<file path="src/pipe_pkg.sv">
package pipe_pkg;

	typedef logic [4:0]  reg_idx_t;
	typedef logic [2:0]  func3_t;
	typedef logic [11:0] imm12_t;

	// {mem non-load forward, wb forward}.
	typedef logic [1:0]  fwd_sel_t;

	localparam reg_idx_t ZERO_IDX = 5'd0;
	localparam reg_idx_t RA_IDX   = 5'd1;

	// producing stages from youngest to oldest.
	localparam int N_STAGES = 4;
	localparam int STG_ID   = 0;
	localparam int STG_EX   = 1;
	localparam int STG_MEM  = 2;
	localparam int STG_WB   = 3;

	typedef struct packed {
		reg_idx_t rd;
		logic     reg_write;
		logic     mem_read;
	} stage_src_t;

	typedef struct packed {
		reg_idx_t rs1;
		reg_idx_t rs2;
		reg_idx_t rd;
		func3_t   func3;
		imm12_t   imme;
		logic     i_type;
		logic     b_type;
		logic     jal;
		logic     jalr;
	} id_instr_t;

	typedef struct packed {
		logic rs1_hit;
		logic rs2_hit;
		logic rs1_load;
		logic rs1_noload;
		logic rs2_load;
		logic rs2_noload;
	} stage_hit_t;

	typedef struct packed {
		logic rd_is_ra;
		logic rs1_is_ra;
		logic ras_hit;
		logic track_mv;
	} instr_class_t;

endpackage

</file>
<file path="src/ras_pkg.sv">
package ras_pkg;

	// default width of a return address.
	localparam int RAS_ADDR_W = 32;

	typedef logic [RAS_ADDR_W-1:0] ras_addr_t;

	// one cycle's worth of stack commands.
	// rollback bits only fire under flush and never with push or pop.
	typedef struct packed {
		logic push;
		logic pop;
		logic rb_pop_id;
		logic rb_push_id;
		logic rb_push_ex;
	} ras_cmd_t;

endpackage

</file>
<file path="src/instr_classify.sv">
`timescale 1ns/100ps

module instr_classify
	import pipe_pkg::*;
(
	input  id_instr_t    id_instr,
	input  reg_idx_t     ra_track,
	output instr_class_t iclass
);

	logic imm_nonzero;
	logic imm_zero;
	logic rs1_is_ra;
	logic is_mv;
	logic compliant_ret;
	logic track_hit;

	// ************************************************************
	// immediate and register checks
	// ************************************************************

	// wide or over the 12-bit immediate.
	assign imm_nonzero = |id_instr.imme;
	assign imm_zero    = !imm_nonzero;

	assign rs1_is_ra = (id_instr.rs1 == RA_IDX);

	// ************************************************************
	// mv and return recognition
	// ************************************************************

	// addi rd, rs1, 0.
	assign is_mv = id_instr.i_type && (id_instr.func3 == 3'b000) && imm_zero;

	// jalr x0, ra, 0.
	assign compliant_ret = (id_instr.rd == ZERO_IDX) && rs1_is_ra && imm_zero;

	// jump through a register that still holds a copy of ra.
	assign track_hit = (id_instr.rs1 == ra_track) && !rs1_is_ra;

	assign iclass.rd_is_ra  = (id_instr.rd == RA_IDX);
	assign iclass.rs1_is_ra = rs1_is_ra;
	assign iclass.ras_hit   = compliant_ret || track_hit;
	assign iclass.track_mv  = is_mv && rs1_is_ra;

endmodule

</file>
<file path="src/stage_hazard_cmp.sv">
`timescale 1ns/100ps

module stage_hazard_cmp
	import pipe_pkg::*;
(
	input  reg_idx_t   rs1,
	input  reg_idx_t   rs2,
	input  stage_src_t src,
	output stage_hit_t hit
);

	logic rs1_match;
	logic rs2_match;

	// a stage only counts when it will write its destination.
	assign rs1_match = src.reg_write && (src.rd == rs1);
	assign rs2_match = src.reg_write && (src.rd == rs2);

	assign hit.rs1_hit = rs1_match;
	assign hit.rs2_hit = rs2_match;

	// load results are not ready until after mem.
	assign hit.rs1_load   = rs1_match && src.mem_read;
	assign hit.rs1_noload = rs1_match && !src.mem_read;
	assign hit.rs2_load   = rs2_match && src.mem_read;
	assign hit.rs2_noload = rs2_match && !src.mem_read;

endmodule

</file>
<file path="src/hazard_resolve.sv">
`timescale 1ns/100ps

module hazard_resolve
	import pipe_pkg::*;
(
	input  stage_hit_t   hits [N_STAGES],
	input  id_instr_t    id_instr,
	input  instr_class_t iclass,
	output fwd_sel_t     rs1_fwd,
	output fwd_sel_t     rs2_fwd,
	output logic         b_pred_en,
	output logic         jalr_pred_en,
	output logic         stall_if
);

	stage_hit_t hit_id;
	stage_hit_t hit_ex;
	stage_hit_t hit_mem;
	stage_hit_t hit_wb;

	logic rs1_early;
	logic rs2_early;

	assign hit_id  = hits[STG_ID];
	assign hit_ex  = hits[STG_EX];
	assign hit_mem = hits[STG_MEM];
	assign hit_wb  = hits[STG_WB];

	// ************************************************************
	// forwarding selects
	// ************************************************************

	assign rs1_fwd = {hit_mem.rs1_noload, hit_wb.rs1_hit};
	assign rs2_fwd = {hit_mem.rs2_noload, hit_wb.rs2_hit};

	// ************************************************************
	// early resolution and fetch stall
	// ************************************************************

	// operand not yet visible to the id-stage comparators.
	assign rs1_early = hit_id.rs1_hit || hit_ex.rs1_hit || hit_mem.rs1_load;
	assign rs2_early = hit_id.rs2_hit || hit_ex.rs2_hit || hit_mem.rs2_load;

	// branch outcome is deferred when either operand is still in flight.
	assign b_pred_en = id_instr.b_type && (rs1_early || rs2_early);

	// predicted return target is used while the real rs1 is not ready.
	assign jalr_pred_en = id_instr.jalr && iclass.ras_hit && rs1_early;

	// unpredictable jalr waits a cycle for the ex or load result.
	// an id-stage producer is handled later in ex, so no stall then.
	assign stall_if = id_instr.jalr
		&& !iclass.ras_hit
		&& !hit_id.rs1_hit
		&& (hit_ex.rs1_noload || hit_mem.rs1_load);

endmodule

</file>
<file path="src/ras_control.sv">
`timescale 1ns/100ps

module ras_control
	import pipe_pkg::*;
	import ras_pkg::*;
(
	input  logic         clk,
	input  logic         rst_n,
	input  id_instr_t    id_instr,
	input  instr_class_t iclass,
	input  logic         jal_id,
	input  logic         jalr_id,
	input  reg_idx_t     rd_id,
	input  logic         pl_flush,
	input  logic         pl_stall_ex,
	input  logic         stall_if,
	input  logic         jalr_pred_en,
	input  logic         jalr_data_match,
	output ras_cmd_t     cmd,
	output reg_idx_t     ra_track
);

	logic allow;
	logic pop_now;
	logic push_now;
	logic link_id;

	// pop seen in the previous unstalled cycle and in the one before.
	logic pop_id;
	logic pop_ex;

	// ************************************************************
	// push and pop
	// ************************************************************

	assign allow = !pl_flush && !pl_stall_ex && !stall_if;

	// pop when the stack target is taken or the real target agrees.
	assign pop_now  = allow && id_instr.jalr && (jalr_pred_en || jalr_data_match);
	assign push_now = allow && iclass.rd_is_ra && (id_instr.jal || id_instr.jalr);

	assign cmd.push = push_now;
	assign cmd.pop  = pop_now;

	// ************************************************************
	// rollback on flush
	// ************************************************************

	// the ex-side jump linked into ra and pushed.
	assign link_id = (rd_id == RA_IDX) && (jal_id || jalr_id);

	assign cmd.rb_pop_id  = pl_flush && link_id;
	assign cmd.rb_push_id = pl_flush && pop_id;
	assign cmd.rb_push_ex = pl_flush && pop_ex;

	always_ff @(posedge clk) begin
		if (!rst_n) begin
			pop_id <= 1'b0;
			pop_ex <= 1'b0;
		end else if (!pl_stall_ex) begin
			pop_id <= pop_now;
			pop_ex <= pop_id;
		end
	end

	// ************************************************************
	// ra copy tracking
	// ************************************************************

	// remembers the destination of the last "mv rd, ra".
	always_ff @(posedge clk) begin
		if (!rst_n) begin
			ra_track <= ZERO_IDX;
		end else if (iclass.track_mv) begin
			ra_track <= id_instr.rd;
		end
	end

endmodule

</file>
<file path="src/return_addr_stack.sv">
`timescale 1ns/100ps

module return_addr_stack
	import ras_pkg::*;
#(
	parameter int ADDR_W    = RAS_ADDR_W,
	parameter int RAS_DEPTH = 8
) (
	input  logic      clk,
	input  logic      rst_n,
	input  ras_cmd_t  cmd,
	input  ras_addr_t link_addr,
	output ras_addr_t ras_top
);

	localparam int PTR_W = $clog2(RAS_DEPTH);

	typedef logic [PTR_W-1:0] ras_ptr_t;

	logic [ADDR_W-1:0] entries [RAS_DEPTH];

	// points at the next free slot and wraps around.
	ras_ptr_t ptr;
	ras_ptr_t ptr_prev;
	ras_ptr_t ptr_rb;

	logic rb_any;
	logic push_only;
	logic pop_only;
	logic replace;

	assign ptr_prev = ptr - 1'b1;

	assign push_only = cmd.push && !cmd.pop;
	assign pop_only  = cmd.pop && !cmd.push;
	assign replace   = cmd.push && cmd.pop;

	// ************************************************************
	// rollback arithmetic
	// ************************************************************

	assign rb_any = cmd.rb_pop_id || cmd.rb_push_id || cmd.rb_push_ex;

	// popped entries stay in place, so moving the pointer restores them.
	assign ptr_rb = ptr
		+ PTR_W'(cmd.rb_push_id)
		+ PTR_W'(cmd.rb_push_ex)
		- PTR_W'(cmd.rb_pop_id);

	// ************************************************************
	// pointer and entries
	// ************************************************************

	always_ff @(posedge clk) begin
		if (!rst_n) begin
			ptr <= '0;
		end else if (rb_any) begin
			ptr <= ptr_rb;
		end else if (push_only) begin
			ptr <= ptr + 1'b1;
		end else if (pop_only) begin
			ptr <= ptr_prev;
		end
	end

	always_ff @(posedge clk) begin
		if (!rst_n) begin
			for (int i = 0; i < RAS_DEPTH; i++) begin
				entries[i] <= '0;
			end
		end else if (!rb_any) begin
			if (replace) begin
				// a return and a call together swap the top entry.
				entries[ptr_prev] <= link_addr;
			end else if (push_only) begin
				entries[ptr] <= link_addr;
			end
		end
	end

	assign ras_top = entries[ptr_prev];

endmodule

</file>
<file path="src/ctrl_unit_top.sv">
`timescale 1ns/100ps

module ctrl_unit_top
	import pipe_pkg::*;
	import ras_pkg::*;
#(
	parameter int ADDR_W    = RAS_ADDR_W,
	parameter int RAS_DEPTH = 8
) (
	input  logic       clk,
	input  logic       rst_n,
	input  id_instr_t  id_instr,
	input  stage_src_t stage_id,
	input  stage_src_t stage_ex,
	input  stage_src_t stage_mem,
	input  stage_src_t stage_wb,
	input  logic       jal_id,
	input  logic       jalr_id,
	input  logic       pl_flush,
	input  logic       pl_stall_ex,
	input  logic       jalr_data_match,
	input  ras_addr_t  link_addr,
	output fwd_sel_t   rs1_fwd,
	output fwd_sel_t   rs2_fwd,
	output logic       b_pred_en,
	output logic       jalr_pred_en,
	output logic       stall_if,
	output logic       ras_push,
	output logic       ras_pop,
	output ras_addr_t  ras_top
);

	stage_src_t   srcs [N_STAGES];
	stage_hit_t   hits [N_STAGES];
	instr_class_t iclass;
	ras_cmd_t     cmd;
	reg_idx_t     ra_track;

	assign srcs[STG_ID]  = stage_id;
	assign srcs[STG_EX]  = stage_ex;
	assign srcs[STG_MEM] = stage_mem;
	assign srcs[STG_WB]  = stage_wb;

	// ************************************************************
	// hazard detection
	// ************************************************************

	instr_classify u_classify (
		.id_instr (id_instr),
		.ra_track (ra_track),
		.iclass   (iclass)
	);

	for (genvar s = 0; s < N_STAGES; s++) begin : g_stage_cmp
		stage_hazard_cmp u_cmp (
			.rs1 (id_instr.rs1),
			.rs2 (id_instr.rs2),
			.src (srcs[s]),
			.hit (hits[s])
		);
	end

	hazard_resolve u_resolve (
		.hits         (hits),
		.id_instr     (id_instr),
		.iclass       (iclass),
		.rs1_fwd      (rs1_fwd),
		.rs2_fwd      (rs2_fwd),
		.b_pred_en    (b_pred_en),
		.jalr_pred_en (jalr_pred_en),
		.stall_if     (stall_if)
	);

	// ************************************************************
	// return address prediction
	// ************************************************************

	ras_control u_ras_ctrl (
		.clk             (clk),
		.rst_n           (rst_n),
		.id_instr        (id_instr),
		.iclass          (iclass),
		.jal_id          (jal_id),
		.jalr_id         (jalr_id),
		.rd_id           (stage_id.rd),
		.pl_flush        (pl_flush),
		.pl_stall_ex     (pl_stall_ex),
		.stall_if        (stall_if),
		.jalr_pred_en    (jalr_pred_en),
		.jalr_data_match (jalr_data_match),
		.cmd             (cmd),
		.ra_track        (ra_track)
	);

	return_addr_stack #(
		.ADDR_W    (ADDR_W),
		.RAS_DEPTH (RAS_DEPTH)
	) u_ras (
		.clk       (clk),
		.rst_n     (rst_n),
		.cmd       (cmd),
		.link_addr (link_addr),
		.ras_top   (ras_top)
	);

	assign ras_push = cmd.push;
	assign ras_pop  = cmd.pop;

endmodule

</file>
<file path="config.mk">
export PLATFORM = sky130hd
export DESIGN_NAME = ctrl_unit_top
export DESIGN_NICKNAME = d
export VERILOG_FILES = /design/src/pipe_pkg.sv /design/src/ras_pkg.sv /design/src/instr_classify.sv /design/src/stage_hazard_cmp.sv /design/src/hazard_resolve.sv /design/src/ras_control.sv /design/src/return_addr_stack.sv /design/src/ctrl_unit_top.sv
export SDC_FILE = /design/constraint.sdc
export NUM_CORES = 1
export LEC_CHECK = 0
export CAP_MARGIN = 15
export CORE_ASPECT_RATIO = 0.5
export CORE_MARGIN = 4
export CORE_UTILIZATION = 58
export DETAILED_ROUTE_END_ITERATION = 12
export DONT_BUFFER_PORTS = 1
export PLACE_DENSITY = 0.76
export SETUP_SLACK_MARGIN = 0.2
export SYNTH_ARGS = -nofsm -noshare
export SYNTH_HDL_FRONTEND = slang
export SYNTH_SLANG_ARGS = --single-unit
</file>
<file path="constraint.sdc">
create_clock -name clk -period 5.5 [get_ports clk]
set_input_delay 0.55 -clock clk [delete_from_list [all_inputs] [get_ports clk]]
set_output_delay 0.55 -clock clk [all_outputs]
set_load 0.02 [all_outputs]
</file>
==> run_results.csv, run 1 <==
group,metric,value,unit
worst_setup_path,critPathCaptureType,"register",
route,detailedRoute.firstIterationViolations,743,
logic_synthesis,synthFlopType,"edfxtp_1",
pwr,clkPwrFrac,0.365,
worst_setup_path,criticalPathCategory,"in2reg",
layout,fillCellCount,1481,
place,io_buffers,0,
clocking,htree_levels,1,
layout,multi_input_area,4440,µm²
layout,num_antenna_cells,0,
timing,max_freq,228,MHz
layout,syn_to_final_growth,8.86,%
pwr,seq_power_share,0.532,
place,gp_congestion,0.847,
pwr,internal_power,0.00332,W
timing,final.setup_skew,0.0107,ns
floorplan,fp.dieH,112,µm
logic_synthesis,synthesis.area,12600,µm²
route,drc,0,
grt,grt_usage,0.240,
min_path,min_path_type,"in2reg",
logic_synthesis,synth-async-reset-ratio,0,
floorplan,initial_core_util,0.601,
clocking,root_buffer,"clkbuf_16",
pwr,p_comb_frac,0.103,
timing,rsz0062_at_grt,"no",
floorplan,fp.dieArea,24300,µm²
layout,stdcell_area,13700,µm²
floorplan,die_w,216,µm
worst_setup_path,critPathTopFamily,"simple AND/OR/NAND/NOR gates",
worst_setup_path,r2r_end,"u_ras.entries[5][7]$_SDFFCE_PN0P_",
layout,final_common_cell,"nor2_1",
route,ant_nets,0,
job,cap_violations,0,
layout,stdcell_count,1218,
grt,grt_pass1_wl,44900,µm
logic_synthesis,synth_cell_types,45,
floorplan,row_count,37,
worst_setup_path,crit_path_max_fanout,54,
logic_synthesis,yosysSeqAreaShare,0.627,
layout,finalNetCount,1017,
route,vias,7497,
pwr,power_switching,0.00102,W
worst_setup_path,required,5.74,ns
pwr,vdd_drop_max,148,µV
layout,final_cell_mix,"269 x nor2_1, 256 x edfxtp_1, 68 x nand2_1",
worst_setup_path,reg2regPathDepth,14,
clocking,clkTransAtPathRegs,0.06,ns
worst_setup_path,crit_buf_inv,1,
clocking,cts_tree,"yes",
worst_setup_path,max_stage_delay,0.65,ns
clocking,cts_buffers,24,
worst_setup_path,path_cells,"or4b_1 -> nor4_1 -> a21oi_1 -> nand4bb_1 -> and3_1 -> ha_1 -> and2_1 -> o311ai_4 -> nand3b_1 -> o21ai_1 -> mux2i_4 -> buf_4 -> nor2_1",
timing,hold_violations,0,
logic_synthesis,synth_top_area_frac,0.611,
logic_synthesis,synth_seq_cells,266,
logic_synthesis,syn_inst,919,
grt,grt_overflow_total,0,
min_path,whs_path_depth,1,
worst_setup_path,cp_slowest_cell,"buf_4",
logic_synthesis,ys_warn_count,0,
worst_setup_path,crit_cells,13,
timing,relSlewSlack,0.463,
timing,timing.final.crit_share,0.798,
worst_setup_path,start_kind,"input pin",
clocking,cts_buffer_depth,3,
pwr,fin_total_pwr,0.00433,W
worst_setup_path,worstPathArrival,4.63,ns
pwr,p_sw_frac,0.235,
grt,antenna_found_initial,0,
clocking,clock-sinks,266,
route,first_pass_iters,5,
route,routed_wl,28800,µm
floorplan,io_pins,142,
worst_setup_path,reg2reg_setup_slack,1.37,ns
clocking,post_cts_buffers,0,
logic_synthesis,yosysTopAreaCell,"edfxtp_1",
route,via_per_inst,6.16,
pwr,power_density,316,nW/µm²
route,wl_per_cell,23.7,µm
timing,maxSlewViolCount,0,
timing,period_minus_slack,4.39,ns
worst_setup_path,r2r_start,"u_ras_ctrl.ra_track[4]$_SDFFE_PN0P_",
min_path,hp-start,"rst_n",
clocking,hold_buffers,0,
layout,layout-drive-gt1-share,0.188,
clocking,clkLatencyLatePin,0.52,ns
timing,setup_viol,0,
clocking,cts-resized-gates,0,
outcome,status,"completed",
grt,grt_max_degree,55,
place,dp_hpwl,17900,µm
logic_synthesis,syn_nets,1027,
place,placed_cells,1175,
min_path,hold_end,"u_ras.ptr[2]$_SDFFE_PN0P_",
pwr,leakage,4.64,nW
logic_synthesis,synth-edff-count,256,
grt,grt_pass1_vias,7892,
logic_synthesis,yosys-top-cells-area,"edfxtp_1 61%, mux4_2 11%, nor2_1 8.0%",
place,place_area,13000,µm²
logic_synthesis,syn_avg_cell_area,13.7,µm²
timing,worstMarginPinSlew,0.804,ns
layout,ff_latch_area,7890,µm²
floorplan,core,20900,µm²
final cells by class:
cell class                 count  area share
clock buffer                  31      0.0473
clock inverter                12     0.00585
inverter                       9     0.00247
multi-input combinational    581       0.324
sequential                   266       0.576
tap                          292      0.0267
timing repair buffer          27      0.0175
Yosys cell counts (2+ instances only):
cell,count
nor3_1,2
nand2_1,68
dfxtp_1,10
buf_6,18
and2_1,4
nor3b_1,2
nand3_1,3
mux4_2,64
or4_1,2
edfxtp_1,256
nor2b_1,10
and3_1,7
xor2_1,36
clkbuf_1,26
nand2b_1,2
buf_1,6
nor4_1,11
nor2_1,269
fa_1,2
o21ai_0,9
a21oi_1,6
buf_4,2
mux2i_1,13
mux2_2,32
inv_1,9
nand4_1,3
buf_2,11
xnor2_1,14
ha_1,5
o21ai_1,2
power by group through the flow:
stage / Sequential, W / Clock (W) / Combinational [W]
global route: 0.00231 / 0.00167 / 0.000475
detailed placement: 0.00235 / 0 / 0.000447
floorplan: 0.00234 / 0 / 0.000357
global placement: 0.00234 / 0 / 0.000442
CTS: 0.00231 / 0.00159 / 0.000450
finish: 0.00231 / 0.00158 / 0.000448
state kept, by name, summed over array words and instances (netlist names):
register and flops:
u_ras.ptr 3, u_ras.entries 256, u_ras_ctrl.ra_track 5, u_ras_ctrl.pop_id 1, u_ras_ctrl.pop_ex 1
worst max-delay path by stage:
stage / start / to
2_1_floorplan: id_instr[29] / u_ras.entries[0][0]$_SDFFCE_PN0P_
3_3_place_gp: id_instr[31] / u_ras.entries[5][23]$_SDFFCE_PN0P_
3_5_place_dp: id_instr[31] / u_ras.entries[5][25]$_SDFFCE_PN0P_
4_1_cts: id_instr[31] / u_ras.entries[5][25]$_SDFFCE_PN0P_
5_1_grt: id_instr[31] / u_ras.entries[4][6]$_SDFFCE_PN0P_
6_report: id_instr[31] / u_ras.entries[5][7]$_SDFFCE_PN0P_
logic make-up (layout without fill, tap and decap cells):
kind of cell               after synthesis  after routing  share of synthesized area
adders and majority gates                7              7                    0.00816
DFF                                    266            266                      0.627
and+or+nand+nor                        391            391                      0.130
buffers and inverters                   72             79                     0.0339
AOI/OAI and AO/OA                       24             24                     0.0127
muxes                                  109            109                      0.154
xor gates and xnor gates                50             50                     0.0348
per-layer routing:
layer | global-route usage | vias up | wire, µm
met1 | 0.312 | 3755 | 10700
met5 | 0 | - | 0
met3 | 0.0644 | 49 | 3210
li1 | - | 3294 | -
met4 | 0.0639 | 0 | 700
met2 | 0.408 | 399 | 14200
stage by stage:
step / setup slack, ns / utilization / hold slack, ns / setup TNS, ns
finish: 1.11 / 0.654 / 0.151 / 0
global route: 0.791 / 0.654 / 0.146 / 0
detailed placement: 0.677 / 0.620 / 0.547 / 0
floorplan: -0.579 / - / 0.506 / -37.07
global placement: 0.782 / 0.620 / 0.536 / 0
CTS: 1.18 / 0.654 / 0.141 / 0
Power figures use the tool's default switching activity.
==> run 2, diff against run 1 <==
--- a/config.mk
+++ b/config.mk
@@ -8,7 +8,7 @@
 export CAP_MARGIN = 15
 export CORE_ASPECT_RATIO = 0.5
 export CORE_MARGIN = 4
-export CORE_UTILIZATION = 58
+export CORE_UTILIZATION = 60
 export DETAILED_ROUTE_END_ITERATION = 12
 export DONT_BUFFER_PORTS = 1
 export PLACE_DENSITY = 0.76
==> constraint.sdc (replaced) <==
create_clock -name clk -period 4.25 [get_ports clk]
set_input_delay 0.425 -clock clk [delete_from_list [all_inputs] [get_ports clk]]
set_output_delay 0.425 -clock clk [all_outputs]
set_load 0.02 [all_outputs]
==> run_results.csv, run 2 (synthesis results as in run 1) <==
group,metric,value,unit
timing,hold_slack,0.0332,ns
layout,num_antenna_cells,0,
place,io_buffers,0,
layout,multi_input_area,4450,µm²
floorplan,row_count,37,
grt,grt_usage,0.248,
grt,antenna_found_initial,0,
floorplan,initial_core_util,0.612,
timing,setup_viol,0,
worst_setup_path,required,4.49,ns
outcome,status,"completed",
min_path,hold_end,"u_ras.ptr[2]$_SDFFE_PN0P_",
worst_setup_path,crit_path_max_fanout,40,
route,first_pass_iters,6,
place,gp_congestion,0.777,
route,wl_per_cell,23.7,µm
layout,stdcell_count,1206,
place,placed_cells,1163,
min_path,min_path_type,"in2reg",
job,cap_violations,0,
route,detailedRoute.firstIterationViolations,875,
place,place_area,13100,µm²
min_path,whs_path_depth,1,
pwr,leakage,4.72,nW
grt,grt_pass1_wl,43700,µm
floorplan,fp.dieArea,23500,µm²
route,ant_nets,0,
floorplan,fp.dieH,110,µm
place,dp_hpwl,17800,µm
route,vias,7476,
route,routed_wl,28600,µm
layout,final_cell_mix,"269 x nor2_1, 256 x edfxtp_1, 68 x nand2_1",
timing,maxSlewViolCount,0,
clocking,clock-sinks,266,
layout,largest_reg_flops,256,
worst_setup_path,r2r_end,"u_ras.entries[2][20]$_SDFFCE_PN0P_",
timing,final.setup_skew,0.0128,ns
layout,top_register,"u_ras.entries",
layout,ff_latch_area,7890,µm²
clocking,cts_tree,"yes",
grt,grt_overflow_total,0,
grt,grt_max_degree,41,
worst_setup_path,reg2reg_setup_slack,0.74,ns
worst_setup_path,r2r_start,"u_ras_ctrl.ra_track[4]$_SDFFE_PN0P_",
clocking,clkLatencyLatePin,0.52,ns
clocking,clkTransAtPathRegs,0.06,ns
timing,setup_tns,0,ns
clocking,post_cts_buffers,0,
route,drc,0,
min_path,hp-start,"rst_n",
clocking,root_buffer,"clkbuf_16",
layout,final_common_cell,"nor2_1",
timing,relSlewSlack,0.470,
timing,period_minus_slack,3.56,ns
clocking,hold_buffers,0,
timing,hold_violations,0,
pwr,power_density,414,nW/µm²
pwr,vdd_drop_max,269,µV
floorplan,die_w,213,µm
worst_setup_path,reg2regPathDepth,14,
grt,grt_pass1_vias,7663,
worst_setup_path,critPathCaptureType,"register",
clocking,htree_levels,1,
worst_setup_path,worstPathArrival,3.80,ns
worst_setup_path,criticalPathCategory,"in2reg",
floorplan,io_pins,142,
route,via_per_inst,6.20,
layout,stdcell_area,13900,µm²
clocking,cts_buffer_depth,3,
layout,syn_to_final_growth,10.3,%
clocking,cts-resized-gates,0,
timing,rsz0062_at_grt,"no",
timing,max_freq,281,MHz
timing,worstMarginPinSlew,0.793,ns
floorplan,core,20600,µm²
timing,timing.final.crit_share,0.838,
layout,finalNetCount,1024,
worst_setup_path,start_kind,"input pin",
layout,fillCellCount,1446,
layout,largestRegisters,"u_ras.entries (256), u_ras_ctrl.ra_track (5), u_ras.ptr (3)",
layout,layout-drive-gt1-share,0.200,
clocking,cts_buffers,24,
-- run 2: cell count changes in the layout (fill, tap and decap cells not counted), moves of 2 or more --
| cell | delta |
|---|---|
| buf_12 | +6 |
| clkbuf_1 | -3 |
| clkinv_2 | -3 |
| bufinv_16 | +2 |
| clkinv_1 | +2 |
| clkinvlp_4 | +2 |
-- run 2: worst max path at each step --
stage	from	to	slack [ns]	cells past startpoint
final	id_instr[31]	u_ras.entries[2][20]$_SDFFCE_PN0P_	0.69	13
after global routing	id_instr[31]	u_ras.entries[2][20]$_SDFFCE_PN0P_	0.51	13
after CTS	id_instr[31]	u_ras.entries[2][20]$_SDFFCE_PN0P_	0.73	13
after detailed placement	id_instr[31]	u_ras.entries[3][30]$_SDFFCE_PN0P_	0.20	13
after global placement	id_instr[31]	u_ras.entries[3][25]$_SDFFCE_PN0P_	0.30	13
after floorplan	id_instr[31]	u_ras.entries[0][0]$_SDFFCE_PN0P_	0.24	13
-- run 2: cell type report --
cell class	count	share of cell area
clock buffers	28	0.0459
inverters	9	0.00244
repair buffers	34	0.0265
well taps	273	0.0246
clock inverters	15	0.0106
multi-input cells	581	0.321
flip-flops and latches	266	0.569
-- run 2: metrics by stage --
stage	setup slack (ns)	util	total power (W)
global placement	0.298	0.637	0.00362
floorplan	0.236	-	0.00349
detailed placement	0.200	0.637	0.00364
global route	0.514	0.675	0.00593
CTS	0.729	0.675	0.00578
finish	0.688	0.675	0.00575
-- run 2: critical path, cell delays in order --
cell and delay (ns):
or4b_1 0.55, nor4_2 0.34, a21oi_1 0.16, nand4bb_1 0.21, and3_4 0.29, ha_2 0.27
and2_1 0.18, o311ai_4 0.14, mux2i_1 0.24, nor2_1 0.10, a21oi_4 0.26, buf_4 0.48
nor2_1 0.13
-- run 2: metal layers --
layer / share of wire / vias up / global-route usage
met2: 0.50 / 375 / 0.436
met5: 0 / - / 0
met4: 0.020 / 0 / 0.0505
met1: 0.38 / 3727 / 0.328
met3: 0.10 / 49 / 0.0543
li1: - / 3325 / -
-- run 2: where the power goes --
part / internal (W) / switching, W / leakage (nW)
Combinational: 0.000222 / 0.000380 / 1.63
Sequential: 0.00295 / 0.0000261 / 2.72
Clock: 0.00125 / 0.000922 / 0.371
Total: 0.00442 / 0.00133 / 4.72
